File: config.mk
export PLATFORM = sky130hd
export DESIGN_NAME = video_timing
export DESIGN_NICKNAME = d
export VERILOG_FILES = /design/src/lcd_video_pkg.sv /design/src/video_timing.sv
export SDC_FILE = /design/constraint.sdc
export NUM_CORES = 1
export LEC_CHECK = 0
export BUFFER_PORTS_ARGS = -buffer_cell sky130_fd_sc_hd__buf_2
export CAP_MARGIN = 25
export CORE_MARGIN = 10
export CORE_UTILIZATION = 40
export DETAILED_ROUTE_END_ITERATION = 7
export GPL_ROUTABILITY_DRIVEN = 0
export PLACE_DENSITY = 0.65
export SKIP_LAST_GASP = 1
export SYNTH_ARGS = -nofsm -noshare
export SYNTH_HDL_FRONTEND = slang
export SYNTH_SLANG_ARGS = --single-unit
export TNS_END_PERCENT = 1
File: constraint.sdc
create_clock -name clk_sys -period 3.9 [get_ports clk_sys]
set_clock_uncertainty 0.05 [all_clocks]
set_input_delay 0.39 -clock clk_sys [delete_from_list [all_inputs] [get_ports clk_sys]]
set_output_delay 0.39 -clock clk_sys [all_outputs]
set_load 0.005 [all_outputs]
File: src/lcd_video_pkg.sv
////////////////////////////////////////////////////////////////////////////
// geometry, contrast table and tints for the 96x64 handheld LCD path
// contrast values are pairs of (light, dark) intensity per 6-bit setting
// tint mixing divides by 255, so intensity 255 gives the pure on tint
////////////////////////////////////////////////////////////////////////////
`default_nettype none

package lcd_video_pkg;

    // lcd image
    localparam int LCD_W    = 96;
    localparam int LCD_H    = 64;
    localparam int LCD_ROWS = LCD_H / 8;        // one byte per 8 pixel rows
    localparam int FB_DEPTH = LCD_W * LCD_ROWS;
    localparam int FB_BANKS = 4;

    // raster, counted in pixel enables
    localparam int H_TOTAL  = 407;
    localparam int V_TOTAL  = 262;
    localparam int H_START  = (H_TOTAL - LCD_W) / 2;
    localparam int V_START  = (V_TOTAL - LCD_H) / 2;
    localparam int HS_START = 383;
    localparam int HS_WIDTH = 24;
    localparam int VS_FIRST = 1;                // lines are sampled at HS_START
    localparam int VS_LAST  = 4;

    localparam int PIXEL_DIV    = 5;
    localparam int LCD_STEP_DIV = 8;            // emulated cpu clock enable

    typedef logic [9:0] fb_addr_t;
    typedef logic [1:0] bank_idx_t;
    typedef logic [5:0] contrast_t;
    typedef logic [7:0] intensity_t;

    ////////////////////////////////////////////////////////////////////////////
    // contrast table, index is {contrast, pixel bit}

    localparam logic [7:0] CONTRAST_LEVELS [128] = '{
          8'd0,   8'd4,   8'd0,   8'd4,   8'd0,   8'd4,   8'd0,   8'd4,
          8'd0,   8'd6,   8'd0,  8'd11,   8'd0,  8'd17,   8'd0,  8'd24,
          8'd0,  8'd31,   8'd0,  8'd40,   8'd0,  8'd48,   8'd0,  8'd57,
          8'd0,  8'd67,   8'd0,  8'd77,   8'd0,  8'd88,   8'd0,  8'd99,
          8'd0, 8'd110,   8'd0, 8'd122,   8'd0, 8'd133,   8'd0, 8'd146,
          8'd0, 8'd158,   8'd0, 8'd171,   8'd0, 8'd184,   8'd0, 8'd198,
          8'd0, 8'd212,   8'd0, 8'd226,   8'd0, 8'd240,   8'd0, 8'd255,
          8'd2, 8'd255,   8'd5, 8'd255,  8'd10, 8'd255,  8'd15, 8'd255,
         8'd21, 8'd255,  8'd27, 8'd255,  8'd34, 8'd255,  8'd41, 8'd255,
         8'd48, 8'd255,  8'd56, 8'd255,  8'd64, 8'd255,  8'd73, 8'd255,
         8'd81, 8'd255,  8'd90, 8'd255, 8'd100, 8'd255, 8'd109, 8'd255,
        8'd119, 8'd255, 8'd129, 8'd255, 8'd139, 8'd255, 8'd149, 8'd255,
        8'd160, 8'd255, 8'd171, 8'd255, 8'd182, 8'd255, 8'd193, 8'd255,
        8'd204, 8'd255, 8'd216, 8'd255, 8'd228, 8'd255, 8'd240, 8'd255,
        8'd240, 8'd255, 8'd240, 8'd255, 8'd240, 8'd255, 8'd240, 8'd255,
        8'd240, 8'd255, 8'd240, 8'd255, 8'd240, 8'd255, 8'd240, 8'd255
    };

    // lcd tints as r, g, b
    localparam logic [7:0] OFF_TINT [3] = '{8'hB7, 8'hCA, 8'hB7};
    localparam logic [7:0] ON_TINT  [3] = '{8'h04, 8'h16, 8'h04};

    ////////////////////////////////////////////////////////////////////////////
    // shading helpers

    function automatic intensity_t pixel_intensity(input logic px, input contrast_t contrast);
        return CONTRAST_LEVELS[{contrast, px}];
    endfunction

    // ch 0 red, 1 green, 2 blue
    function automatic logic [7:0] tint_channel(input intensity_t level, input int ch);
        logic [15:0] mix;
        mix = 16'(8'hFF - level) * 16'(OFF_TINT[ch]) + 16'(level) * 16'(ON_TINT[ch]);
        return 8'(mix / 16'd255);   // max is 255*255, fits
    endfunction

endpackage

`default_nettype wire
File: src/video_timing.sv
////////////////////////////////////////////////////////////////////////////
// 407x262 raster, one pixel enable every 5 clk_sys
// all outputs update together, pix_en is high in the cycle they change
////////////////////////////////////////////////////////////////////////////
`timescale 1ns/1ps
`default_nettype none

module video_timing
(
    input  wire logic                clk_sys,
    input  wire logic                reset,
    output logic                     pix_en,
    output logic                     hs,
    output logic                     vs,
    output logic                     active,
    output logic [2:0]               row_bit,
    output lcd_video_pkg::fb_addr_t  rd_addr
);
    import lcd_video_pkg::*;

    logic [2:0] div_cnt;
    logic       tick;               // internal pixel enable
    logic [8:0] h_cnt;
    logic [8:0] v_cnt;
    logic       h_in;
    logic       v_in;
    logic       hs_win;
    logic [6:0] img_x;              // 0..95
    logic [5:0] img_y;              // 0..63

    assign tick   = (div_cnt == 3'(PIXEL_DIV - 1));
    assign h_in   = (h_cnt >= 9'(H_START)) && (h_cnt < 9'(H_START + LCD_W));
    assign v_in   = (v_cnt >= 9'(V_START)) && (v_cnt < 9'(V_START + LCD_H));
    assign hs_win = (h_cnt >= 9'(HS_START)) && (h_cnt < 9'(HS_START + HS_WIDTH));

    always_ff @(posedge clk_sys)
    begin
        if (reset)
            div_cnt <= '0;
        else
            div_cnt <= tick ? 3'd0 : div_cnt + 3'd1;
    end

    ////////////////////////////////////////////////////////////////////////////
    // raster counters and registered video outputs

    always_ff @(posedge clk_sys)
    begin
        if (reset)
        begin
            pix_en <= 1'b0;
            h_cnt  <= '0;
            v_cnt  <= '0;
            hs     <= 1'b0;
            vs     <= 1'b0;
            active <= 1'b0;
            img_x  <= '0;
            img_y  <= '0;
        end
        else
        begin
            pix_en <= tick;
            if (tick)
            begin
                h_cnt <= h_cnt + 9'd1;
                if (h_cnt == 9'(H_TOTAL - 1))
                begin
                    h_cnt <= '0;
                    v_cnt <= (v_cnt == 9'(V_TOTAL - 1)) ? 9'd0 : v_cnt + 9'd1;
                end

                hs <= hs_win;
                if (h_cnt == 9'(HS_START))
                begin
                    if (v_cnt == 9'(VS_FIRST))
                        vs <= 1'b1;
                    if (v_cnt == 9'(VS_LAST))
                        vs <= 1'b0;
                end

                active <= h_in && v_in;

                // image walker, steps after each active pixel
                if (!v_in)
                begin
                    img_x <= '0;
                    img_y <= '0;
                end
                else if (active)
                begin
                    img_x <= img_x + 7'd1;
                    if (img_x == 7'(LCD_W - 1))
                    begin
                        img_x <= '0;
                        img_y <= (img_y == 6'(LCD_H - 1)) ? 6'd0 : img_y + 6'd1;
                    end
                end
            end
        end
    end

    assign row_bit = img_y[2:0];
    assign rd_addr = fb_addr_t'(img_y[5:3]) * fb_addr_t'(LCD_W) + fb_addr_t'(img_x);

endmodule

`default_nettype wire

==> results.sh <==
export IMPL_hold_buffers=0
export IMPL_clk_latency_ns=0.29
export IMPL_die_y_um=95.4
export IMPL_start_util=0.413
export IMPL_gr_usage_all_layers=0.108
export IMPL_die_x_um=95.4
export IMPL_slew_headroom=0.598
export IMPL_wl_per_cell_um=13.3
export IMPL_syn_inst=278
export IMPL_hp_class="reg -> reg"
export IMPL_postSynth_asyncResetShare=0
export IMPL_grt_max_degree=29
export IMPL_dpl_cell_area_um2=2330
export IMPL_setup_violations=0
export IMPL_worst_r2r_cell_count=5
export IMPL_post_synth_cell_area_avg_um2=8.19
export IMPL_arrival_ns=2.10
export IMPL_synthFlopType="dfxtp_1"
export IMPL_synth_top_cells_by_area="dfxtp_1 33%, ha_1 7.7%, xor2_1 5.0%, nor2_1 4.3%, a21oi_1 4.2%"
export IMPL_max_cap_viol_count=0
export IMPL_drt_iter0_drc=124
export IMPL_critPathMaxFanout=6
export IMPL_drive_gt1_frac=0.142
export IMPL_fin_crit_ns=2.54
export IMPL_hp_start="div_cnt[0]"
export IMPL_total_leakage_power_uw=0.000919
export IMPL_first_pass_iters=4
export IMPL_yosysWarnings=0
export IMPL_grt_overflow_total=0
export IMPL_via_per_inst=5.36
export IMPL_ant_nets=0
export IMPL_h_tree_depth=2
export IMPL_rsz0062_at_grt="no"
export IMPL_cts_tree="yes"
export IMPL_synth_top_area_share=0.334
export IMPL_hold_end="div_cnt[0]"
export IMPL_seq_area_frac_synth=0.334
export IMPL_hold_path_depth=1
export IMPL_grt_first_pass_wirelength_um=8060
export IMPL_syn_nets=296
export IMPL_ctsResizeCount=0
export IMPL_cp_start_kind="flip-flop"
export IMPL_clockBufferDepth=2
export IMPL_syn_to_final_growth_pct=6.38
export IMPL_fin_crit_sh=0.650
export IMPL_crit_start="img_y[3]"
export IMPL_synth_enable_flop_cells=0
export IMPL_place_hpwl_um=3400
export IMPL_portBuffers=18
export IMPL_cts_root_buf="clkbuf_8"
export IMPL_power_density_nw_per_um2=288
export IMPL_core_area_um2=5510
export IMPL_die_area_um2=9110
export IMPL_nets=298
export IMPL_wl_um=4710
export IMPL_vias=1891
export IMPL_diodes=0
export IMPL_timing_rr_start="v_cnt[2]"
export IMPL_cts_buffers=5
export IMPL_grt_pass1_vias=1721
export IMPL_path_clk_slew_ns=0.08
export IMPL_status="finished, final reports clean"
export IMPL_clock_sinks=38
export IMPL_worstReg2RegEnd="img_y[1]"
export IMPL_cts_setup_buffers=0
export IMPL_worst_pin_slew_ns=0.602
export IMPL_synth_largest_area_cell="dfxtp_1"
export IMPL_tns_ns=0
export IMPL_post_route_cell_area_um2=2420
export IMPL_synth_distinct_cells=51
export IMPL_boundaryPins=19
export IMPL_crit_type="reg -> out"
export IMPL_mostFrequentLayoutCells="38 x dfxtp_1, 26 x nor2_1, 22 x nand2_1"
export IMPL_endpoint_kind="output port"
export IMPL_finalHoldViolCount=0
export IMPL_antenna_found_initial=0
export IMPL_fmax_mhz=394
export IMPL_ir_drop_uv=183
export IMPL_critPathRequiredTime_ns=3.46
export IMPL_yosys_register_bits=38
export IMPL_num_rows=27
export IMPL_final_common_cell="dfxtp_1"
export IMPL_synthesis_area_um2=2280
export IMPL_reg2reg_slack_ns=1.52
export IMPL_drcViolationCount=0
export IMPL_drv_slew=0
[area by class of cell]
cell class / count / area [um2]
Inverter: 12 / 45.0
Timing Repair Buffer: 19 / 97.6
Fill cell: 561 / 3090
Clock buffer: 5 / 68.8
Sequential cell: 38 / 761
Clock inverter: 3 / 21.3
Multi-Input combinational cell: 204 / 1340
Tap cell: 72 / 90.1
[where the power goes]
part | switching, uW | internal, uW
Clock | 153 | 126
Combinational | 16.2 | 7.98
Sequential | 2.97 | 391
[cell usage after synthesis, drive strengths merged (7+ instances only)]
master	count
nand2	22
inv	12
dfxtp	38
nand3	15
ha	14
a21oi	20
nor2	26
clkbuf	13
buf	11
nand4	13
o21ai	7
xor2	13
nor3	10
[how the worst max path moves through the flow]
stage                       to  slack, ns  depth (start not counted)
floorplan             img_x[5]       1.87                          6
global placement      img_y[1]       1.64                          5
detailed placement    img_y[1]       1.56                          5
CTS                 rd_addr[9]       1.33                          7
global route        rd_addr[9]       1.22                          7
finish              rd_addr[9]       1.36                          7
[flip-flops by register name, indices dropped and copies added, names as in the netlist]
| signal | count |
|---|---|
| h_cnt | 9 |
| img_y | 6 |
| div_cnt | 3 |
| active | 1 |
| img_x | 7 |
| v_cnt | 9 |
| vs | 1 |
| pix_en | 1 |
| hs | 1 |
[metrics by stage]
stage / hold slack (ns) / std cells / total power (uW) / worst slack [ns] / utilization
4_1_cts: 0.417 / 353 / 705 / 1.33 / 0.440
2_1_floorplan: 0.382 / 278 / 423 / 1.87 / -
3_5_place_dp: 0.406 / 345 / 428 / 1.56 / 0.423
6_report: 0.406 / 353 / 697 / 1.36 / 0.440
5_1_grt: 0.435 / 353 / 728 / 1.22 / 0.440
3_3_place_gp: 0.394 / 345 / 427 / 1.64 / 0.423
[per-layer routing]
metal  vias up  global-route usage  wire, um
met4         0              0.0258        43
met3         5              0.0283       179
met5         -                   0         0
li1        988                   -         -
met2        39               0.163      2050
met1       859               0.149      2430
[kinds of logic (layout without fill, tap and decap cells)]
kind of cell	after synthesis	after routing	synth area share
xor+xnor	18	18	0.0693
fa+ha+maj	16	16	0.0946
simple gates	119	119	0.272
buf+inv	36	39	0.0781
flops	38	38	0.334
compound gates	51	51	0.152
[critical path, stage by stage, from the launching register on]
cell and delay [ns]:
dfxtp_1 0.44, ha_1 0.23, inv_1 0.06, fa_1 0.37, xor2_1 0.18, nor3b_1 0.24
xnor2_1 0.14, buf_2 0.13
(Power assumes the default switching activity.)
