File: config.mk
export PLATFORM = sky130hd
export DESIGN_NAME = color_mix
export DESIGN_NICKNAME = d
export VERILOG_FILES = /design/src/lcd_video_pkg.sv /design/src/color_mix.sv
export SDC_FILE = /design/constraint.sdc
export NUM_CORES = 1
export LEC_CHECK = 0
export BUFFER_PORTS_ARGS = -buffer_cell sky130_fd_sc_hd__buf_4
export CORE_AREA = 2 2 145 218
export CTS_CLUSTER_DIAMETER = 50
export DETAILED_ROUTE_END_ITERATION = 16
export DIE_AREA = 0 0 147 220
export PLACE_DENSITY = 0.46
export SLEW_MARGIN = 30
export SYNTH_ARGS = -nofsm -noshare
export SYNTH_HDL_FRONTEND = slang
export SYNTH_SLANG_ARGS = --single-unit
File: constraint.sdc
create_clock -name clk_sys -period 12.7 [get_ports clk_sys]
set_input_delay 3.81 -clock clk_sys [delete_from_list [all_inputs] [get_ports clk_sys]]
set_output_delay 3.81 -clock clk_sys [all_outputs]
set_load 0.01 [all_outputs]
File: src/lcd_video_pkg.sv
////////////////////////////////////////////////////////////////////////////
// geometry, contrast table and tints for the 96x64 handheld LCD path
// contrast values are pairs of (light, dark) intensity per 6-bit setting
// tint mixing divides by 255, so intensity 255 gives the pure on tint
////////////////////////////////////////////////////////////////////////////
`default_nettype none

package lcd_video_pkg;

    // lcd image
    localparam int LCD_W    = 96;
    localparam int LCD_H    = 64;
    localparam int LCD_ROWS = LCD_H / 8;        // one byte per 8 pixel rows
    localparam int FB_DEPTH = LCD_W * LCD_ROWS;
    localparam int FB_BANKS = 4;

    // raster, counted in pixel enables
    localparam int H_TOTAL  = 407;
    localparam int V_TOTAL  = 262;
    localparam int H_START  = (H_TOTAL - LCD_W) / 2;
    localparam int V_START  = (V_TOTAL - LCD_H) / 2;
    localparam int HS_START = 383;
    localparam int HS_WIDTH = 24;
    localparam int VS_FIRST = 1;                // lines are sampled at HS_START
    localparam int VS_LAST  = 4;

    localparam int PIXEL_DIV    = 5;
    localparam int LCD_STEP_DIV = 8;            // emulated cpu clock enable

    typedef logic [9:0] fb_addr_t;
    typedef logic [1:0] bank_idx_t;
    typedef logic [5:0] contrast_t;
    typedef logic [7:0] intensity_t;

    ////////////////////////////////////////////////////////////////////////////
    // contrast table, index is {contrast, pixel bit}

    localparam logic [7:0] CONTRAST_LEVELS [128] = '{
          8'd0,   8'd4,   8'd0,   8'd4,   8'd0,   8'd4,   8'd0,   8'd4,
          8'd0,   8'd6,   8'd0,  8'd11,   8'd0,  8'd17,   8'd0,  8'd24,
          8'd0,  8'd31,   8'd0,  8'd40,   8'd0,  8'd48,   8'd0,  8'd57,
          8'd0,  8'd67,   8'd0,  8'd77,   8'd0,  8'd88,   8'd0,  8'd99,
          8'd0, 8'd110,   8'd0, 8'd122,   8'd0, 8'd133,   8'd0, 8'd146,
          8'd0, 8'd158,   8'd0, 8'd171,   8'd0, 8'd184,   8'd0, 8'd198,
          8'd0, 8'd212,   8'd0, 8'd226,   8'd0, 8'd240,   8'd0, 8'd255,
          8'd2, 8'd255,   8'd5, 8'd255,  8'd10, 8'd255,  8'd15, 8'd255,
         8'd21, 8'd255,  8'd27, 8'd255,  8'd34, 8'd255,  8'd41, 8'd255,
         8'd48, 8'd255,  8'd56, 8'd255,  8'd64, 8'd255,  8'd73, 8'd255,
         8'd81, 8'd255,  8'd90, 8'd255, 8'd100, 8'd255, 8'd109, 8'd255,
        8'd119, 8'd255, 8'd129, 8'd255, 8'd139, 8'd255, 8'd149, 8'd255,
        8'd160, 8'd255, 8'd171, 8'd255, 8'd182, 8'd255, 8'd193, 8'd255,
        8'd204, 8'd255, 8'd216, 8'd255, 8'd228, 8'd255, 8'd240, 8'd255,
        8'd240, 8'd255, 8'd240, 8'd255, 8'd240, 8'd255, 8'd240, 8'd255,
        8'd240, 8'd255, 8'd240, 8'd255, 8'd240, 8'd255, 8'd240, 8'd255
    };

    // lcd tints as r, g, b
    localparam logic [7:0] OFF_TINT [3] = '{8'hB7, 8'hCA, 8'hB7};
    localparam logic [7:0] ON_TINT  [3] = '{8'h04, 8'h16, 8'h04};

    ////////////////////////////////////////////////////////////////////////////
    // shading helpers

    function automatic intensity_t pixel_intensity(input logic px, input contrast_t contrast);
        return CONTRAST_LEVELS[{contrast, px}];
    endfunction

    // ch 0 red, 1 green, 2 blue
    function automatic logic [7:0] tint_channel(input intensity_t level, input int ch);
        logic [15:0] mix;
        mix = 16'(8'hFF - level) * 16'(OFF_TINT[ch]) + 16'(level) * 16'(ON_TINT[ch]);
        return 8'(mix / 16'd255);   // max is 255*255, fits
    endfunction

endpackage

`default_nettype wire
File: src/color_mix.sv
////////////////////////////////////////////////////////////////////////////
// tints the intensity into rgb, black outside the active window
// syncs and enables are delayed two cycles to meet the registered colour
////////////////////////////////////////////////////////////////////////////
`timescale 1ns/1ps
`default_nettype none

module color_mix
(
    input  wire logic                       clk_sys,
    input  wire logic                       reset,
    input  wire logic                       pix_en,
    input  wire logic                       hs_in,
    input  wire logic                       vs_in,
    input  wire logic                       active_in,
    input  wire lcd_video_pkg::intensity_t  intensity,
    output logic                            pixel_ce,
    output logic                            hs,
    output logic                            vs,
    output logic                            de,
    output logic [7:0]                      red,
    output logic [7:0]                      green,
    output logic [7:0]                      blue
);
    import lcd_video_pkg::*;

    logic [3:0] ctl_d1;     // {ce, hs, vs, de} stage one
    logic [3:0] ctl_d2;

    always_ff @(posedge clk_sys)
    begin
        if (reset)
        begin
            ctl_d1 <= '0;
            ctl_d2 <= '0;
            red    <= '0;
            green  <= '0;
            blue   <= '0;
        end
        else
        begin
            ctl_d1 <= {pix_en, hs_in, vs_in, active_in};
            ctl_d2 <= ctl_d1;
            red    <= ctl_d1[0] ? tint_channel(intensity, 0) : 8'd0;
            green  <= ctl_d1[0] ? tint_channel(intensity, 1) : 8'd0;
            blue   <= ctl_d1[0] ? tint_channel(intensity, 2) : 8'd0;
        end
    end

    assign {pixel_ce, hs, vs, de} = ctl_d2;

endmodule

`default_nettype wire

==> results of run 1 <==
-- final cells by class --
cell class,instances,area [um2],share of cell area
sequential,24,480,0.0352
multi-input combinational,990,8820,0.645
inverter,112,435,0.0319
clock inverter,1,30.0,0.00220
timing repair buffer,434,3320,0.243
clock buffer,3,75.1,0.00549
tap,405,507,0.0371
-- path summary, 6_finish.rpt --
kind | from | endpoint | slack, ns | cells past startpoint
setup / recovery | intensity[2] | green[0]$_SDFF_PP0_ | 0.29 | 42
hold / removal | ctl_d1[3]$_SDFF_PP0_ | ctl_d2[3]$_SDFF_PP0_ | 0.45 | 1
setup reg to reg | ctl_d1[0]$_SDFF_PP0_ | red[0]$_SDFF_PP0_ | 11.52 | 4
hold reg to reg | ctl_d1[3]$_SDFF_PP0_ | ctl_d2[3]$_SDFF_PP0_ | 0.45 | 1
-- sequential cells by signal, indices dropped and copies added, names as in the netlist --
name / flops
ctl_d1: 4
green: 8
red: 8
ctl_d2: 4
-- Yosys cell counts, drive strengths merged, types with 20 or more instances --
cell type  instances
ha               118
inv              112
nand2             79
a21oi             76
o21ai             67
nor2              64
nand3             47
fa                37
xnor2             36
nor3              27
a211oi            26
dfxtp             24
a21o              22
and3              22
buf               21
nand4             20
xor2              20
-- routing by layer --
metal,wire length (um),vias up,global-route usage,part of all wire
li1,-,5130,-,-
met1,12500,4857,0.202,0.41
met2,17000,146,0.369,0.55
met3,487,50,0.00559,0.016
met4,860,0,0.0583,0.028
met5,0,-,0,0
-- kinds of logic (layout without fill, tap and decap cells) --
| family | after synthesis | after routing | share of synthesized area |
|---|---|---|---|
| simple gates | 394 | 394 | 0.246 |
| fa+ha+maj | 156 | 156 | 0.248 |
| buf+inv | 151 | 550 | 0.0690 |
| flops | 24 | 24 | 0.0534 |
| mux | 16 | 16 | 0.0193 |
| xor+xnor | 56 | 56 | 0.0574 |
| compound gates | 368 | 368 | 0.307 |
-- critical path, delay by kind of cell --
kind,cells,cell delay (ns)
simple gates,11,2.99
compound gates,12,2.32
mux,1,0.18
buf+inv,8,0.54
fa+ha+maj,8,2.38
xor+xnor,2,0.32
-- stage by stage --
stage	TNS, ns	cells	utilization	hold slack, ns	instance area (um2)
after detailed placement	-1.00	1931	0.406	0.436	12400
after floorplan	0	1165	-	0.414	9110
after global routing	-0.527	1969	0.446	0.468	13700
final	0	1969	0.446	0.447	13700
after global placement	-0.817	1931	0.406	0.417	12400
after CTS	0	1937	0.412	0.454	12600
-- what timing repair did --
| item | 4_1_cts | 5_1_grt |
|---|---|---|
| pin swaps | 3 | 75 |
| gates resized for setup | 11 | 156 |
| cloned | 0 | 0 |
| hold endpoints to repair | 0 | 0 |
| setup endpoints to repair | 1 | 4 |
| setup buffers | 2 | 33 |
-- layout by cell type, fill, tap and decap left out, types with 21 or more instances in the layout --
cell type / Yosys / routed
nor2_1: 63 / 57
a21o_1: 21 / 21
ha_1: 118 / 104
nand2_1: 79 / 75
o21ai_0: 55 / 46
a21oi_1: 73 / 59
dfxtp_1: 24 / 24
buf_4: 8 / 425
xnor2_1: 36 / 33
nand3_1: 44 / 39
fa_1: 37 / 36
inv_1: 112 / 103
==> impl_metrics.ini, run 1 <==
[routing]
postRouteAntennaNets = 0
route.detailed.drc = 0
wl_per_cell_um = 15.7
first_iter_violations = 310
vias_per_cell = 5.17
drt_wl_total_um = 30800
vias = 10200
drtPass1Iterations = 5

[timing]
layout_setup_ws_ns = 0.291
rsz0062_at_grt = yes
drv_slew = 0
worst_slew_pin_slew_ns = 1.03
max_freq_mhz = 80.6
hold_viol = 0
slew_headroom = 0.312
skew_ns = 0.00482
finalCriticalPeriod_ns = 12.41
setup_violations = 0
finalCritPeriodShare = 0.977

[clock_tree]
cts_hold_buf = 0
h-tree-depth = 1
numClockSinks = 24
cts_root_buf = clkbuf_16
clk_latency_ns = 0.28
cts_made_buffers = 3
clk_pin_slew_ns = 0.07
cts_buffer_depth = 2
cts_tree = done

[logic_synthesis]
yosysWarnings = 0
yosys-top-cells-area = ha_1 (16%), fa_1 (8.2%), dfxtp_1 (5.3%)
synth_largest_area_cell = ha_1
synth_ff_type = dfxtp_1
syn_inst = 1165
synth_cell_types = 116
synth_top_area_share = 0.164
ys_seq_elements = 24
postSynthAreaPerCell_um2 = 7.72
seq_area_frac_synth = 0.0534
mappedNetlistArea_um2 = 9000
synth.net_count = 1334
synth_edf_count = 0
async_flop_share = 0

[global_routing]
antenna_found_initial = 0
grt_pass1_vias = 10200
overflow = 0
grt_max_degree = 17
globalRouteTotalUtil = 0.182
grt_pass1_wl_um = 49000

[place]
dp_hpwl_um = 25800
port_buffers = 41
place_congestion = 0.912
place_ws_ns = -0.402

[finish]
antenna_cells = 0
nets = 1734
fillerInstances = 3185
drive_above_1_share = 0.418
areaGrowthSynthToFinish_pct = 51.9

[die]
fp.dieH_um = 220
dieWidth_um = 147
num_rows = 79
core_um2 = 30600
start_util = 0.294
dieArea_um2 = 32300
num_io_pins = 42

[setup_path]
cp-start-kind = input pin
critical_path.max_stage_delay_ns = 0.54
cp-end-kind = register
critical_path_arrival_ns = 12.55
cp_max_fo = 5
critPathKind = input pin to register
cp_slowest_cell = fa_1
crit_required_ns = 12.84

[run_status]
status = complete, no violations

[job]
maxCapViolations = 0

[worst_hold_path]
min_path_type = register to register
Power of run 1 is not shown: default switching activity piles up to over one toggle a cycle in this logic, so the estimate is an artifact.
==> inputs of run 2 (changes only) <==
CORE_AREA = 2 2 119 179   (was 2 2 145 218)
DIE_AREA = 0 0 121 181   (was 0 0 147 220)
PLACE_DENSITY = 0.63   (was 0.46)
==> run 2 against run 1 <==
Design area fell by 5.9%. Global-route usage is 6.4 points higher. Clock skew about the same. Largest cell class unchanged.
==> impl_metrics.ini, run 2 (synthesized netlist as in run 1, its figures left out) <==
[setup_path]
cp_max_fo = 6
critical_path_arrival_ns = 12.72
critPathKind = input pin to register
cp_slowest_cell = fa_1
rrSetupSlack_ns = 11.09
reg2reg_depth = 4
cp-end-kind = register
startpoint = intensity[1]
rr_startpoint = ctl_d1[0]$_SDFF_PP0_
crit_required_ns = 12.82
cp-start-kind = input pin
cpMostUsedCell = ha_4
critical_path.max_stage_delay_ns = 0.54
crit_end = green[0]$_SDFF_PP0_
r2r_end = red[0]$_SDFF_PP0_

[timing]
finalCritPeriodShare = 0.992
finalCriticalPeriod_ns = 12.60
drv_slew = 0
max_freq_mhz = 79.3
rsz0062_at_grt = yes
skew_ns = 0.00514
worst_slew_pin_slew_ns = 0.927
slew_headroom = 0.380
setup_violations = 0
hold_viol = 0

[clock_tree]
cts_root_buf = clkbuf_16
numClockSinks = 24
cts_tree = done
h-tree-depth = 1
cts_buffer_depth = 2
clk_latency_ns = 0.27
cts_made_buffers = 3
clk_pin_slew_ns = 0.07

[global_routing]
grt_max_degree = 17
globalRouteTotalUtil = 0.246
grt_pass1_wl_um = 45500
grt_pass1_vias = 10100
antenna_found_initial = 0
overflow = 0

[routing]
postRouteAntennaNets = 0
wl_per_cell_um = 16.0
first_iter_violations = 503
vias = 10200
drtPass1Iterations = 5
vias_per_cell = 5.78
drt_wl_total_um = 28400
route.detailed.drc = 0

[finish]
fin_area_um2 = 12900
largestRegisters = green x8, red x8
areaGrowthSynthToFinish_pct = 42.8
final_cell_mix = buf_4 (369), ha_1 (110), inv_1 (106), nand2_1 (76), a21oi_1 (64)
nets = 1678
drive_above_1_share = 0.380
final_common_cell = buf_4
antenna_cells = 0

[worst_hold_path]
min_path_type = register to register
hold_depth = 1

[place]
dp_hpwl_um = 23400
placed_area_um2 = 11900
place_congestion = 0.958
port_buffers = 41

[die]
dieArea_um2 = 21900
core_um2 = 20300
start_util = 0.444
num_io_pins = 42
dieWidth_um = 121
fp.dieH_um = 181
num_rows = 64

[job]
maxCapViolations = 0

[run_status]
status = complete, no violations
-- run 2: cell types whose count changed in the layout (fill, tap and decap cells not counted), sizes merged --
cell      delta
buf         -56
inv          +1
clkinvlp     -1
-- run 2: per-layer routing --
| metal | share of wire | GRT usage | vias up | routed length, um |
|---|---|---|---|---|
| met1 | 0.41 | 0.281 | 4886 | 11800 |
| met4 | 0.030 | 0.0860 | 0 | 856 |
| met2 | 0.53 | 0.470 | 232 | 15100 |
| li1 | - | - | 5050 | - |
| met3 | 0.026 | 0.0152 | 74 | 729 |
| met5 | 0 | 0 | - | 0 |
-- run 2: worst min path at each step --
stage                                    start                    to  slack (ns)
after floorplan           ctl_d1[1]$_SDFF_PP0_  ctl_d2[1]$_SDFF_PP0_        0.41
after global placement    ctl_d1[1]$_SDFF_PP0_  ctl_d2[1]$_SDFF_PP0_        0.42
after detailed placement  ctl_d1[1]$_SDFF_PP0_  ctl_d2[1]$_SDFF_PP0_        0.43
after CTS                 ctl_d1[1]$_SDFF_PP0_  ctl_d2[1]$_SDFF_PP0_        0.45
after global routing      ctl_d1[3]$_SDFF_PP0_  ctl_d2[3]$_SDFF_PP0_        0.46
final                     ctl_d1[1]$_SDFF_PP0_  ctl_d2[1]$_SDFF_PP0_        0.44
-- run 2: repair_timing --
action	in CTS	in global routing
resized for setup	17	119
pin swaps	4	78
endpoints found under the setup margin	2	4
buffers inserted	1	21
hold buffers	0	0
cloned	0	1
-- run 2: through the flow --
| stage | hold slack, ns | setup TNS, ns | util | setup WS (ns) | std cells |
|---|---|---|---|---|---|
| 4_1_cts | 0.447 | 0 | 0.598 | 0.00664 | 1751 |
| 3_3_place_gp | 0.425 | -0.551 | 0.587 | -0.359 | 1746 |
| 3_5_place_dp | 0.427 | -0.978 | 0.587 | -0.412 | 1746 |
| 6_report | 0.440 | 0 | 0.634 | 0.0954 | 1772 |
| 5_1_grt | 0.462 | -0.882 | 0.634 | -0.295 | 1772 |
| 2_1_floorplan | 0.414 | 0 | - | 0.00622 | 1165 |
-- run 2: layout make-up --
cell class | instances | area (um2)
inverters | 112 | 432
clock inverters | 1 | 30.0
repair buffers | 378 | 2870
flip-flops and latches | 24 | 480
multi-input cells | 990 | 8630
clock buffers | 3 | 75.1
fillers | 1815 | 7410
well taps | 264 | 330
-- run 2: worst max-delay path: cells and delay by family --
family / cells / cell delay [ns]
AOI/OAI and AO/OA: 12 / 2.53
buffers and inverters: 9 / 0.83
and+or+nand+nor: 11 / 2.46
muxes: 3 / 0.78
adders and majority gates: 7 / 2.20
xor gates and xnor gates: 1 / 0.10
Power of run 2 is left out for the same reason.
