--- src/lcd_video_pkg.sv ---
////////////////////////////////////////////////////////////////////////////
// geometry, contrast table and tints for the 96x64 handheld LCD path
// contrast values are pairs of (light, dark) intensity per 6-bit setting
// tint mixing divides by 255, so intensity 255 gives the pure on tint
////////////////////////////////////////////////////////////////////////////
`default_nettype none

package lcd_video_pkg;

    // lcd image
    localparam int LCD_W    = 96;
    localparam int LCD_H    = 64;
    localparam int LCD_ROWS = LCD_H / 8;        // one byte per 8 pixel rows
    localparam int FB_DEPTH = LCD_W * LCD_ROWS;
    localparam int FB_BANKS = 4;

    // raster, counted in pixel enables
    localparam int H_TOTAL  = 407;
    localparam int V_TOTAL  = 262;
    localparam int H_START  = (H_TOTAL - LCD_W) / 2;
    localparam int V_START  = (V_TOTAL - LCD_H) / 2;
    localparam int HS_START = 383;
    localparam int HS_WIDTH = 24;
    localparam int VS_FIRST = 1;                // lines are sampled at HS_START
    localparam int VS_LAST  = 4;

    localparam int PIXEL_DIV    = 5;
    localparam int LCD_STEP_DIV = 8;            // emulated cpu clock enable

    typedef logic [9:0] fb_addr_t;
    typedef logic [1:0] bank_idx_t;
    typedef logic [5:0] contrast_t;
    typedef logic [7:0] intensity_t;

    ////////////////////////////////////////////////////////////////////////////
    // contrast table, index is {contrast, pixel bit}

    localparam logic [7:0] CONTRAST_LEVELS [128] = '{
          8'd0,   8'd4,   8'd0,   8'd4,   8'd0,   8'd4,   8'd0,   8'd4,
          8'd0,   8'd6,   8'd0,  8'd11,   8'd0,  8'd17,   8'd0,  8'd24,
          8'd0,  8'd31,   8'd0,  8'd40,   8'd0,  8'd48,   8'd0,  8'd57,
          8'd0,  8'd67,   8'd0,  8'd77,   8'd0,  8'd88,   8'd0,  8'd99,
          8'd0, 8'd110,   8'd0, 8'd122,   8'd0, 8'd133,   8'd0, 8'd146,
          8'd0, 8'd158,   8'd0, 8'd171,   8'd0, 8'd184,   8'd0, 8'd198,
          8'd0, 8'd212,   8'd0, 8'd226,   8'd0, 8'd240,   8'd0, 8'd255,
          8'd2, 8'd255,   8'd5, 8'd255,  8'd10, 8'd255,  8'd15, 8'd255,
         8'd21, 8'd255,  8'd27, 8'd255,  8'd34, 8'd255,  8'd41, 8'd255,
         8'd48, 8'd255,  8'd56, 8'd255,  8'd64, 8'd255,  8'd73, 8'd255,
         8'd81, 8'd255,  8'd90, 8'd255, 8'd100, 8'd255, 8'd109, 8'd255,
        8'd119, 8'd255, 8'd129, 8'd255, 8'd139, 8'd255, 8'd149, 8'd255,
        8'd160, 8'd255, 8'd171, 8'd255, 8'd182, 8'd255, 8'd193, 8'd255,
        8'd204, 8'd255, 8'd216, 8'd255, 8'd228, 8'd255, 8'd240, 8'd255,
        8'd240, 8'd255, 8'd240, 8'd255, 8'd240, 8'd255, 8'd240, 8'd255,
        8'd240, 8'd255, 8'd240, 8'd255, 8'd240, 8'd255, 8'd240, 8'd255
    };

    // lcd tints as r, g, b
    localparam logic [7:0] OFF_TINT [3] = '{8'hB7, 8'hCA, 8'hB7};
    localparam logic [7:0] ON_TINT  [3] = '{8'h04, 8'h16, 8'h04};

    ////////////////////////////////////////////////////////////////////////////
    // shading helpers

    function automatic intensity_t pixel_intensity(input logic px, input contrast_t contrast);
        return CONTRAST_LEVELS[{contrast, px}];
    endfunction

    // ch 0 red, 1 green, 2 blue
    function automatic logic [7:0] tint_channel(input intensity_t level, input int ch);
        logic [15:0] mix;
        mix = 16'(8'hFF - level) * 16'(OFF_TINT[ch]) + 16'(level) * 16'(ON_TINT[ch]);
        return 8'(mix / 16'd255);   // max is 255*255, fits
    endfunction

endpackage

`default_nettype wire
--- src/shade_blend.sv ---
////////////////////////////////////////////////////////////////////////////
// bit select and contrast lookup on the registered bank bytes
// blend averages the four newest frames, five shades in all
////////////////////////////////////////////////////////////////////////////
`timescale 1ns/1ps
`default_nettype none

module shade_blend
(
    input  wire logic                                         clk_sys,
    input  wire logic [2:0]                                   row_bit,
    input  wire logic [lcd_video_pkg::FB_BANKS-1:0][7:0]      bank_bytes,
    input  wire lcd_video_pkg::contrast_t [lcd_video_pkg::FB_BANKS-1:0] bank_contrast,
    input  wire logic                                         blend_enable,
    output lcd_video_pkg::intensity_t                         intensity
);
    import lcd_video_pkg::*;

    logic [2:0] row_bit_q;              // lines up with the ram read
    intensity_t level [FB_BANKS];
    logic [9:0] level_sum;

    always_ff @(posedge clk_sys)
    begin
        row_bit_q <= row_bit;
    end

    always_comb
    begin
        level_sum = '0;
        for (int i = 0; i < FB_BANKS; i++)
        begin
            level[i]  = pixel_intensity(bank_bytes[i][row_bit_q], bank_contrast[i]);
            level_sum = level_sum + 10'(level[i]);
        end
    end

    // newest frame alone, or mean of all four
    assign intensity = blend_enable ? level_sum[9:2] : level[0];

endmodule

`default_nettype wire

--- config.mk ---
export PLATFORM = sky130hd
export DESIGN_NAME = shade_blend
export DESIGN_NICKNAME = d
export VERILOG_FILES = /design/src/lcd_video_pkg.sv /design/src/shade_blend.sv
export SDC_FILE = /design/constraint.sdc
export NUM_CORES = 1
export LEC_CHECK = 0
export BUFFER_PORTS_ARGS = -buffer_cell sky130_fd_sc_hd__buf_4
export CELL_PAD_IN_SITES_DETAIL_PLACEMENT = 2
export CELL_PAD_IN_SITES_GLOBAL_PLACEMENT = 2
export CORE_ASPECT_RATIO = 1.4
export CORE_UTILIZATION = 31
export CTS_CLUSTER_SIZE = 24
export DETAILED_ROUTE_END_ITERATION = 12
export PLACE_DENSITY = 0.81
export SLEW_MARGIN = 10
export SYNTH_ARGS = -nofsm -noshare
export SYNTH_HDL_FRONTEND = slang
export SYNTH_SLANG_ARGS = --single-unit
--- constraint.sdc ---
create_clock -name clk_sys -period 6.4 [get_ports clk_sys]
set_input_delay 0.64 -clock clk_sys [delete_from_list [all_inputs] [get_ports clk_sys]]
set_output_delay 0.64 -clock clk_sys [all_outputs]
set_load 0.1 [all_outputs]
==> flow_summary.toml, run 1 <==
[job]
cap_viol_max_count = 0

[detailed_routing]
dr.pass1.iters = 4
drt_wl_total_um = 15000
drc = 0
post_drt_wl_per_cell_um = 19.6
dr.first_iter.drc_count = 172
vias = 4707
via_per_inst = 6.14
ant_nets = 0

[floorplan]
die_w_um = 94.6
chipHeight_um = 132
core_area_um2 = 11800
dieArea_um2 = 12500
num_rows = 47
start_util = 0.316
pin_count = 69

[clock_network]
cts_made_buffers = 3
cts_sinks = 3
htreeDepth = 1
cts_root_buffer = "clkbuf_16"
path_clk_slew_ps = 30
post_cts_buffers = 0
tritoncts = "done"
cts_hold_buffers = 0
clock_path_buffers = 2
cts_resized = 0

[logic_synthesis]
yosysUniqueCellTypes = 63
synth_area_um2 = 3720
synthCells = 602
yosys_warnings = 0
syn_area_per_cell_um2 = 6.18
synth_flop_cell = "dfxtp_1"
synth.area.top_cells = "a21oi_1 10%, fa_1 8.6%, o21ai_0 7.9%"
synth_top_area_share = 0.104
ys_ff_latch = 3
synth.net_count = 686
async_flop_share = 0
synth_edf_count = 0
synth_top_cell_by_area = "a21oi_1"
seq_area_frac_synth = 0.0161

[layout]
largestRegisters = "row_bit_q (3)"
area_growth_pct = 15.6
multi_input_area_um2 = 3290
drive_gt1_frac = 0.147
antenna_cells = 0
nNetsFinal = 705
postLayoutCoreUtil = 0.366
seq_area_um2 = 60.1
largest-register = "row_bit_q"
largest_reg_flops = 3
fill_cells = 1477

[sta]
finalCriticalPeriod_ps = 5960
slew_headroom = 0.524
slew_violations = 0
finalSetupViolations = 0
timing.final.crit_share = 0.931
hold_viol = 0
worst_pin_slew_ps = 707
max_freq_ghz = 0.168
rsz0062_at_grt = "no"
final.setup.tns_ps = 0

[global_routing]
grt-ovfl-total = 0
first_global_vias = 5043
grt_max_degree = 34
antenna_found_initial = 0
grt_pass1_wl_um = 24600
grt.total_usage = 0.242

[min_path]
holdPathEnd = "row_bit_q[2]"
min_from = "row_bit[2]"
hp-class = "in -> reg"
hold-path-cell-count = 1

[worst_setup_path]
worst_setup_path_end_kind = "primary output"
crit_type = "reg -> out"
max_stage_delay_ps = 600
cp.required_ps = 5760
start_kind = "flop"
cp_max_fo = 13
critPathTopFamily = "adder cells"
crit_arrival_ps = 5320
path_buf_inv = 4
critPathSlowestCell = "mux4_2"
crit_chain = "mux4_2, mux2i_4, buf_4, o2bb2ai_1, a31o_1, nor4_1, a21oi_1, fa_1, inv_1, fa_1, inv_1, ha_1, and3_1, and2_1, o311a_1, a211o_1, xnor2_1, mux2i_2, buf_4"

[pwr]
ir_drop_v = 0.000312
leakage_nw = 1.74
p_per_area_nw_per_um2 = 309

[outcome]
outcome = "complete, no violations"

[place]
dp.final_hpwl_um = 11600
port_buffers = 68
gp_congestion = 0.851
area by class of cell:
type | instances | area share
Sequential cell | 3 | 0.0140
Tap cell | 147 | 0.0427
Timing Repair Buffer | 73 | 0.127
Multi-Input combinational cell | 503 | 0.765
Clock buffer | 4 | 0.0183
Inverter | 37 | 0.0323
layer usage:
metal  wire length, µm  up-vias  global-route usage  share of wire
met4               627        0              0.0976          0.042
met5                 0        -                   0              0
met2              7840      102               0.434           0.52
met1              6120     2336               0.289           0.41
met3               451       37              0.0220          0.030
li1                  -     2232                   -              -
power by group:
part | switching (mW) | internal (mW)
clock network | 0.0156 | 0.0821
logic | 0.826 | 0.384
registers | 0.00326 | 0.0199
total | 0.845 | 0.486
cell usage after synthesis, types with 3 or more instances:
master / count
and3_1: 5
o31ai_1: 4
a22oi_1: 6
a31oi_1: 10
a21o_1: 7
o21a_1: 4
a311oi_1: 3
buf_1: 7
a211oi_1: 4
nor3_1: 16
nand2b_1: 4
nand2_1: 72
nand3_1: 16
a2111oi_0: 8
nand4_1: 3
nor2b_1: 18
mux4_2: 6
xor2_1: 6
or3_1: 4
o2111ai_1: 5
fa_1: 16
o211ai_1: 6
inv_1: 35
dfxtp_1: 3
o221ai_1: 6
ha_1: 7
nor2_1: 50
o22ai_1: 12
a21oi_1: 77
o21ai_0: 59
xnor2_1: 10
a221oi_1: 6
nor4_1: 4
clkbuf_1: 45
nand3b_1: 3
and2_1: 7
mux2i_1: 10
buf_2: 6
kinds of logic (layout without fill, tap and decap cells):
family,Yosys count,after routing,share of synthesized area
simple gates,204,204,0.253
flops,3,3,0.0161
mux,20,20,0.0790
compound gates,240,240,0.404
buf+inv,96,114,0.101
xor+xnor,16,16,0.0377
fa+ha+maj,23,23,0.110
cells in the final DEF, fill, tap and decap left out, types with 3 or more instances in the layout:
cell type,instances
a211oi_1,4
nor3_1,16
o31ai_1,4
nand4_1,3
ha_1,7
mux2i_1,8
a221oi_1,6
o22ai_1,12
mux4_2,6
inv_1,35
and2_1,7
xnor2_1,10
xor2_1,6
nand3b_1,3
buf_4,73
o221ai_1,6
mux2i_2,3
a31oi_1,10
o2111ai_1,5
nand2_1,72
fa_1,16
a22oi_1,6
a21o_1,7
o21a_1,4
nor2b_1,18
o21ai_0,59
nand3_1,16
or3_1,4
nor2_1,50
a21oi_1,77
o211ai_1,6
a311oi_1,3
a2111oi_0,8
nor4_1,4
nand2b_1,4
and3_1,5
clkbuf_16,3
dfxtp_1,3
per-stage QoR:
step	std cells	power, mW	hold slack [ps]	cell area [µm²]	setup WS [ps]
after detailed placement	763	1.24	746	4220	541
final	767	1.33	522	4300	444
after global routing	767	1.43	521	4300	79.5
after CTS	767	1.34	518	4300	379
after floorplan	602	0.959	668	3730	55.5
after global placement	763	1.19	746	4220	666
how the worst max path moves through the flow:
| stage | cells after the start | from | endpoint |
|---|---|---|---|
| 2_1_floorplan | 12 | bank_bytes[11] | intensity[0] |
| 3_5_place_dp | 20 | bank_bytes[23] | intensity[7] |
| 3_3_place_gp | 20 | bank_bytes[11] | intensity[4] |
| 5_1_grt | 19 | row_bit_q[0] | intensity[7] |
| 6_report | 19 | row_bit_q[0] | intensity[4] |
| 4_1_cts | 19 | row_bit_q[0] | intensity[4] |
No activity file was read; power rests on OpenSTA's default activity.
==> run 2, diff against run 1 <==
RECOVER_POWER = 50   (was not set)
==> flow_summary.toml, run 2 (synthesized netlist as in run 1, its figures left out) <==
[place]
dp.final_hpwl_um = 11600
placed_cell_area_um2 = 4220
port_buffers = 68
place_inst = 763
gp_congestion = 0.851

[pwr]
clockPowerShare = 0.074
ir_drop_v = 0.000312
internal_power_uw = 482
p_per_area_nw_per_um2 = 308
finalPower_mw = 1.33
switching_power_uw = 845
seqPwrFrac = 0.017
leakage_nw = 1.73
swShare = 0.637
combPwrFrac = 0.909

[job]
cap_viol_max_count = 0

[clock_network]
tritoncts = "done"
cts_made_buffers = 3
htreeDepth = 1
cts_sinks = 3
cts_hold_buffers = 0
path_clk_slew_ps = 30
post_cts_buffers = 0
cts_root_buffer = "clkbuf_16"
clock_path_buffers = 2
cts_resized = 0

[sta]
rsz0062_at_grt = "no"
final.setup.tns_ps = 0
hold_viol = 0
fin_hold_ws_ps = 543
worst_pin_slew_ps = 707
finalCriticalPeriod_ps = 5950
slew_violations = 0
finalSetupViolations = 0
max_freq_ghz = 0.168
timing.final.crit_share = 0.930
slew_headroom = 0.524

[floorplan]
start_util = 0.316
chipHeight_um = 132
num_rows = 47
pin_count = 69
die_w_um = 94.6
dieArea_um2 = 12500
core_area_um2 = 11800

[global_routing]
grt_pass1_wl_um = 24600
antenna_found_initial = 0
first_global_vias = 5043
grt-ovfl-total = 0
grt_max_degree = 34
grt.total_usage = 0.242

[detailed_routing]
ant_nets = 0
via_per_inst = 6.14
dr.first_iter.drc_count = 172
vias = 4712
drc = 0
post_drt_wl_per_cell_um = 19.6
drt_wl_total_um = 15000
dr.pass1.iters = 4

[layout]
fin_cells = 767
most-common-layout-cells = "77 x a21oi_1, 72 x nand2_1, 69 x buf_4"
antenna_cells = 0
layout_commonest_cell = "a21oi_1"
area_growth_pct = 15.6
drive_gt1_frac = 0.147
fill_cells = 1477
finish.instance_area_um2 = 4300
largestRegisters = "row_bit_q (3)"
largest_reg_flops = 3
largest-register = "row_bit_q"
nNetsFinal = 705

[min_path]
hp-class = "in -> reg"
hold-path-cell-count = 1

[worst_setup_path]
start_kind = "flop"
crit_type = "reg -> out"
crit_arrival_ps = 5310
cp_max_fo = 13
cp.required_ps = 5760
worst_setup_path_end_kind = "primary output"

[outcome]
outcome = "complete, no violations"
[run 2: cell type report]
class	count	area, µm²	share of cell area
clock buffers	4	78.8	0.0183
inverters	37	139	0.0323
multi-input cells	503	3290	0.766
flip-flops and latches	3	60.1	0.0140
well taps	147	184	0.0428
repair buffers	73	546	0.127
[run 2: routing by layer]
layer	vias up	GRT usage	routed length, µm
met4	0	0.0976	627
met5	-	0	0
met1	2342	0.289	6080
met3	37	0.0220	449
met2	100	0.434	7880
li1	2233	-	-
[run 2: worst max-delay path, stage by stage, from the launching register on]
cell	delay, ps
dfxtp_1	560
mux4_2	600
mux2i_4	170
buf_4	210
o2bb2ai_1	70
a31o_1	250
nor4_1	280
a21oi_1	100
fa_1	490
inv_1	60
fa_1	590
inv_1	60
ha_1	290
and3_1	180
and2_1	170
o311a_1	120
a211o_1	300
xnor2_1	130
mux2i_2	140
buf_4	310
[run 2: worst paths after layout]
kind | start | slack (ps) | to
setup / recovery | row_bit_q[0] | 450 | intensity[4]
hold / removal | row_bit[2] | 540 | row_bit_q[2]
[run 2: power by group through the flow]
stage	Clock (mW)	Sequential [mW]	Combinational, mW
finish	0.0977	0.0231	1.21
detailed placement	0	0.0236	1.21
global placement	0	0.0233	1.17
floorplan	0	0.0203	0.939
global route	0.101	0.0237	1.30
CTS	0.0996	0.0234	1.22
[run 2: through the flow]
step / util / worst slack, ps
floorplan: - / 55.5
global placement: 0.359 / 666
detailed placement: 0.359 / 541
CTS: 0.366 / 379
global route: 0.366 / 79.5
finish: 0.366 / 445
==> run 3, diff against run 2 <==
CORE_MARGIN = 2   (was not set)
==> flow_summary.toml, run 3 (synthesized netlist as in run 1, its figures left out) <==
[layout]
seq_area_um2 = 61.3
finish.instance_area_um2 = 4290
drive_gt1_frac = 0.146
multi_input_area_um2 = 3290
largest-register = "row_bit_q"
postLayoutCoreUtil = 0.364
antenna_cells = 0
largestRegisters = "row_bit_q (3)"
layout_commonest_cell = "a21oi_1"
area_growth_pct = 15.2
nNetsFinal = 703
fill_cells = 1488
largest_reg_flops = 3
most-common-layout-cells = "77 x a21oi_1, 72 x nand2_1, 67 x buf_4"

[pwr]
seqPwrFrac = 0.018
finalPower_mw = 1.33
internal_power_uw = 482
combPwrFrac = 0.906
ir_drop_v = 0.000304
switching_power_uw = 844
swShare = 0.636
p_per_area_nw_per_um2 = 310
clockPowerShare = 0.076
leakage_nw = 1.72

[place]
dp.final_hpwl_um = 11400
placed_cell_area_um2 = 4210
gp_congestion = 0.866
port_buffers = 68

[floorplan]
start_util = 0.316
die_w_um = 96.6
pin_count = 69
core_area_um2 = 11800
num_rows = 47
dieArea_um2 = 12900
chipHeight_um = 134

[sta]
slew_violations = 0
worst_pin_slew_ps = 544
fin_hold_ws_ps = 538
finalCriticalPeriod_ps = 5980
finalSetupViolations = 0
rsz0062_at_grt = "no"
final.setup.tns_ps = 0
slew_headroom = 0.627
timing.final.crit_share = 0.935
hold_viol = 0
max_freq_ghz = 0.167

[detailed_routing]
drc = 0
routed.top_layer = "met4"
via_per_inst = 6.04
post_drt_wl_per_cell_um = 20.0
dr.first_iter.drc_count = 111
ant_nets = 0
dr.pass1.iters = 4
wl_met1_um = 6550
vias = 4623
drt_wl_total_um = 15300
dr_wl_met3_um = 293
met2_length_um = 8180

[worst_setup_path]
max_stage_delay_ps = 600
crit_path_end = "intensity[4]"
start_kind = "flop"
critPathSlowestCell = "mux4_2"
crit_chain = "mux4_2, mux2i_4, buf_4, o2bb2ai_1, a31o_1, nor4_1, a21oi_1, fa_1, inv_1, fa_1, inv_1, ha_1, and3_1, and2_1, o311a_1, a211o_1, xnor2_1, mux2i_2, buf_4"
crit_arrival_ps = 5340
crit_type = "reg -> out"
critPathLaunch = "row_bit_q[0]"
cp.required_ps = 5760
worst_setup_path_end_kind = "primary output"
cp_max_fo = 13

[clock_network]
htreeDepth = 1
tritoncts = "done"
cts_root_buffer = "clkbuf_16"
clock_path_buffers = 2
cts_made_buffers = 3
post_cts_buffers = 0
cts_sinks = 3
path_clk_slew_ps = 30

[global_routing]
first_global_vias = 4829
grt_max_degree = 34
grt.total_usage = 0.234
grt-ovfl-total = 0
grt_pass1_wl_um = 24600
antenna_found_initial = 0

[min_path]
min_from = "row_bit[2]"
hp-class = "in -> reg"

[job]
cap_viol_max_count = 0

[outcome]
outcome = "complete, no violations"
## run 3: changes by cell type in the layout (fill, tap and decap cells not counted), sizes merged
cell / previous run / this run
buf: 69 / 67
## run 3: worst max-delay path, delay by kind of cell (launching register included)
| kind | cells | cell delay [ps] |
|---|---|---|
| flip-flops | 1 | 520 |
| multiplexers | 3 | 910 |
| AO/OA/AOI/OAI | 5 | 850 |
| AND/OR/NAND/NOR | 3 | 660 |
| XOR/XNOR | 1 | 140 |
| buffers and inverters | 4 | 640 |
| adder cells (fa/ha/maj) | 3 | 1380 |
## run 3: how the worst min path moves through the flow
stage | to | slack, ps | depth (start not counted)
3_3_place_gp | row_bit_q[1] | 750 | 1
4_1_cts | row_bit_q[2] | 510 | 1
2_1_floorplan | row_bit_q[0] | 670 | 0
5_1_grt | row_bit_q[1] | 540 | 1
3_5_place_dp | row_bit_q[1] | 750 | 1
6_report | row_bit_q[2] | 540 | 1
## run 3: power by group through the flow
stage	clock network [mW]	logic (mW)	registers (mW)
final	0.101	1.20	0.0239
after CTS	0.103	1.21	0.0239
after global placement	0	1.17	0.0238
after floorplan	0	0.939	0.0203
after detailed placement	0	1.21	0.0242
after global routing	0.103	1.31	0.0244
## run 3: area by class of cell
type                            count  area share
Multi-Input combinational cell    503       0.768
Timing Repair Buffer               71       0.124
Tap cell                          147      0.0429
Inverter                           37      0.0324
Clock buffer                        4      0.0184
Sequential cell                     3      0.0143
## run 3: what timing repair did
action                                  4_1_cts  5_1_grt
hold buffers                                  0        0
endpoints found under the setup margin        0        3
resized for setup                             0        1
## run 3: per-layer routing
layer | global-route usage | vias up
li1 | - | 2242
met1 | 0.297 | 2287
met2 | 0.436 | 75
met3 | 0.00622 | 19
met4 | 0.0446 | 0
met5 | 0 | -
## run 3: stage by stage
| stage | worst slack [ps] | cells |
|---|---|---|
| detailed placement | 376 | 761 |
| finish | 417 | 765 |
| CTS | 137 | 765 |
| global placement | 573 | 761 |
| global route | 131 | 765 |
| floorplan | 55.5 | 602 |
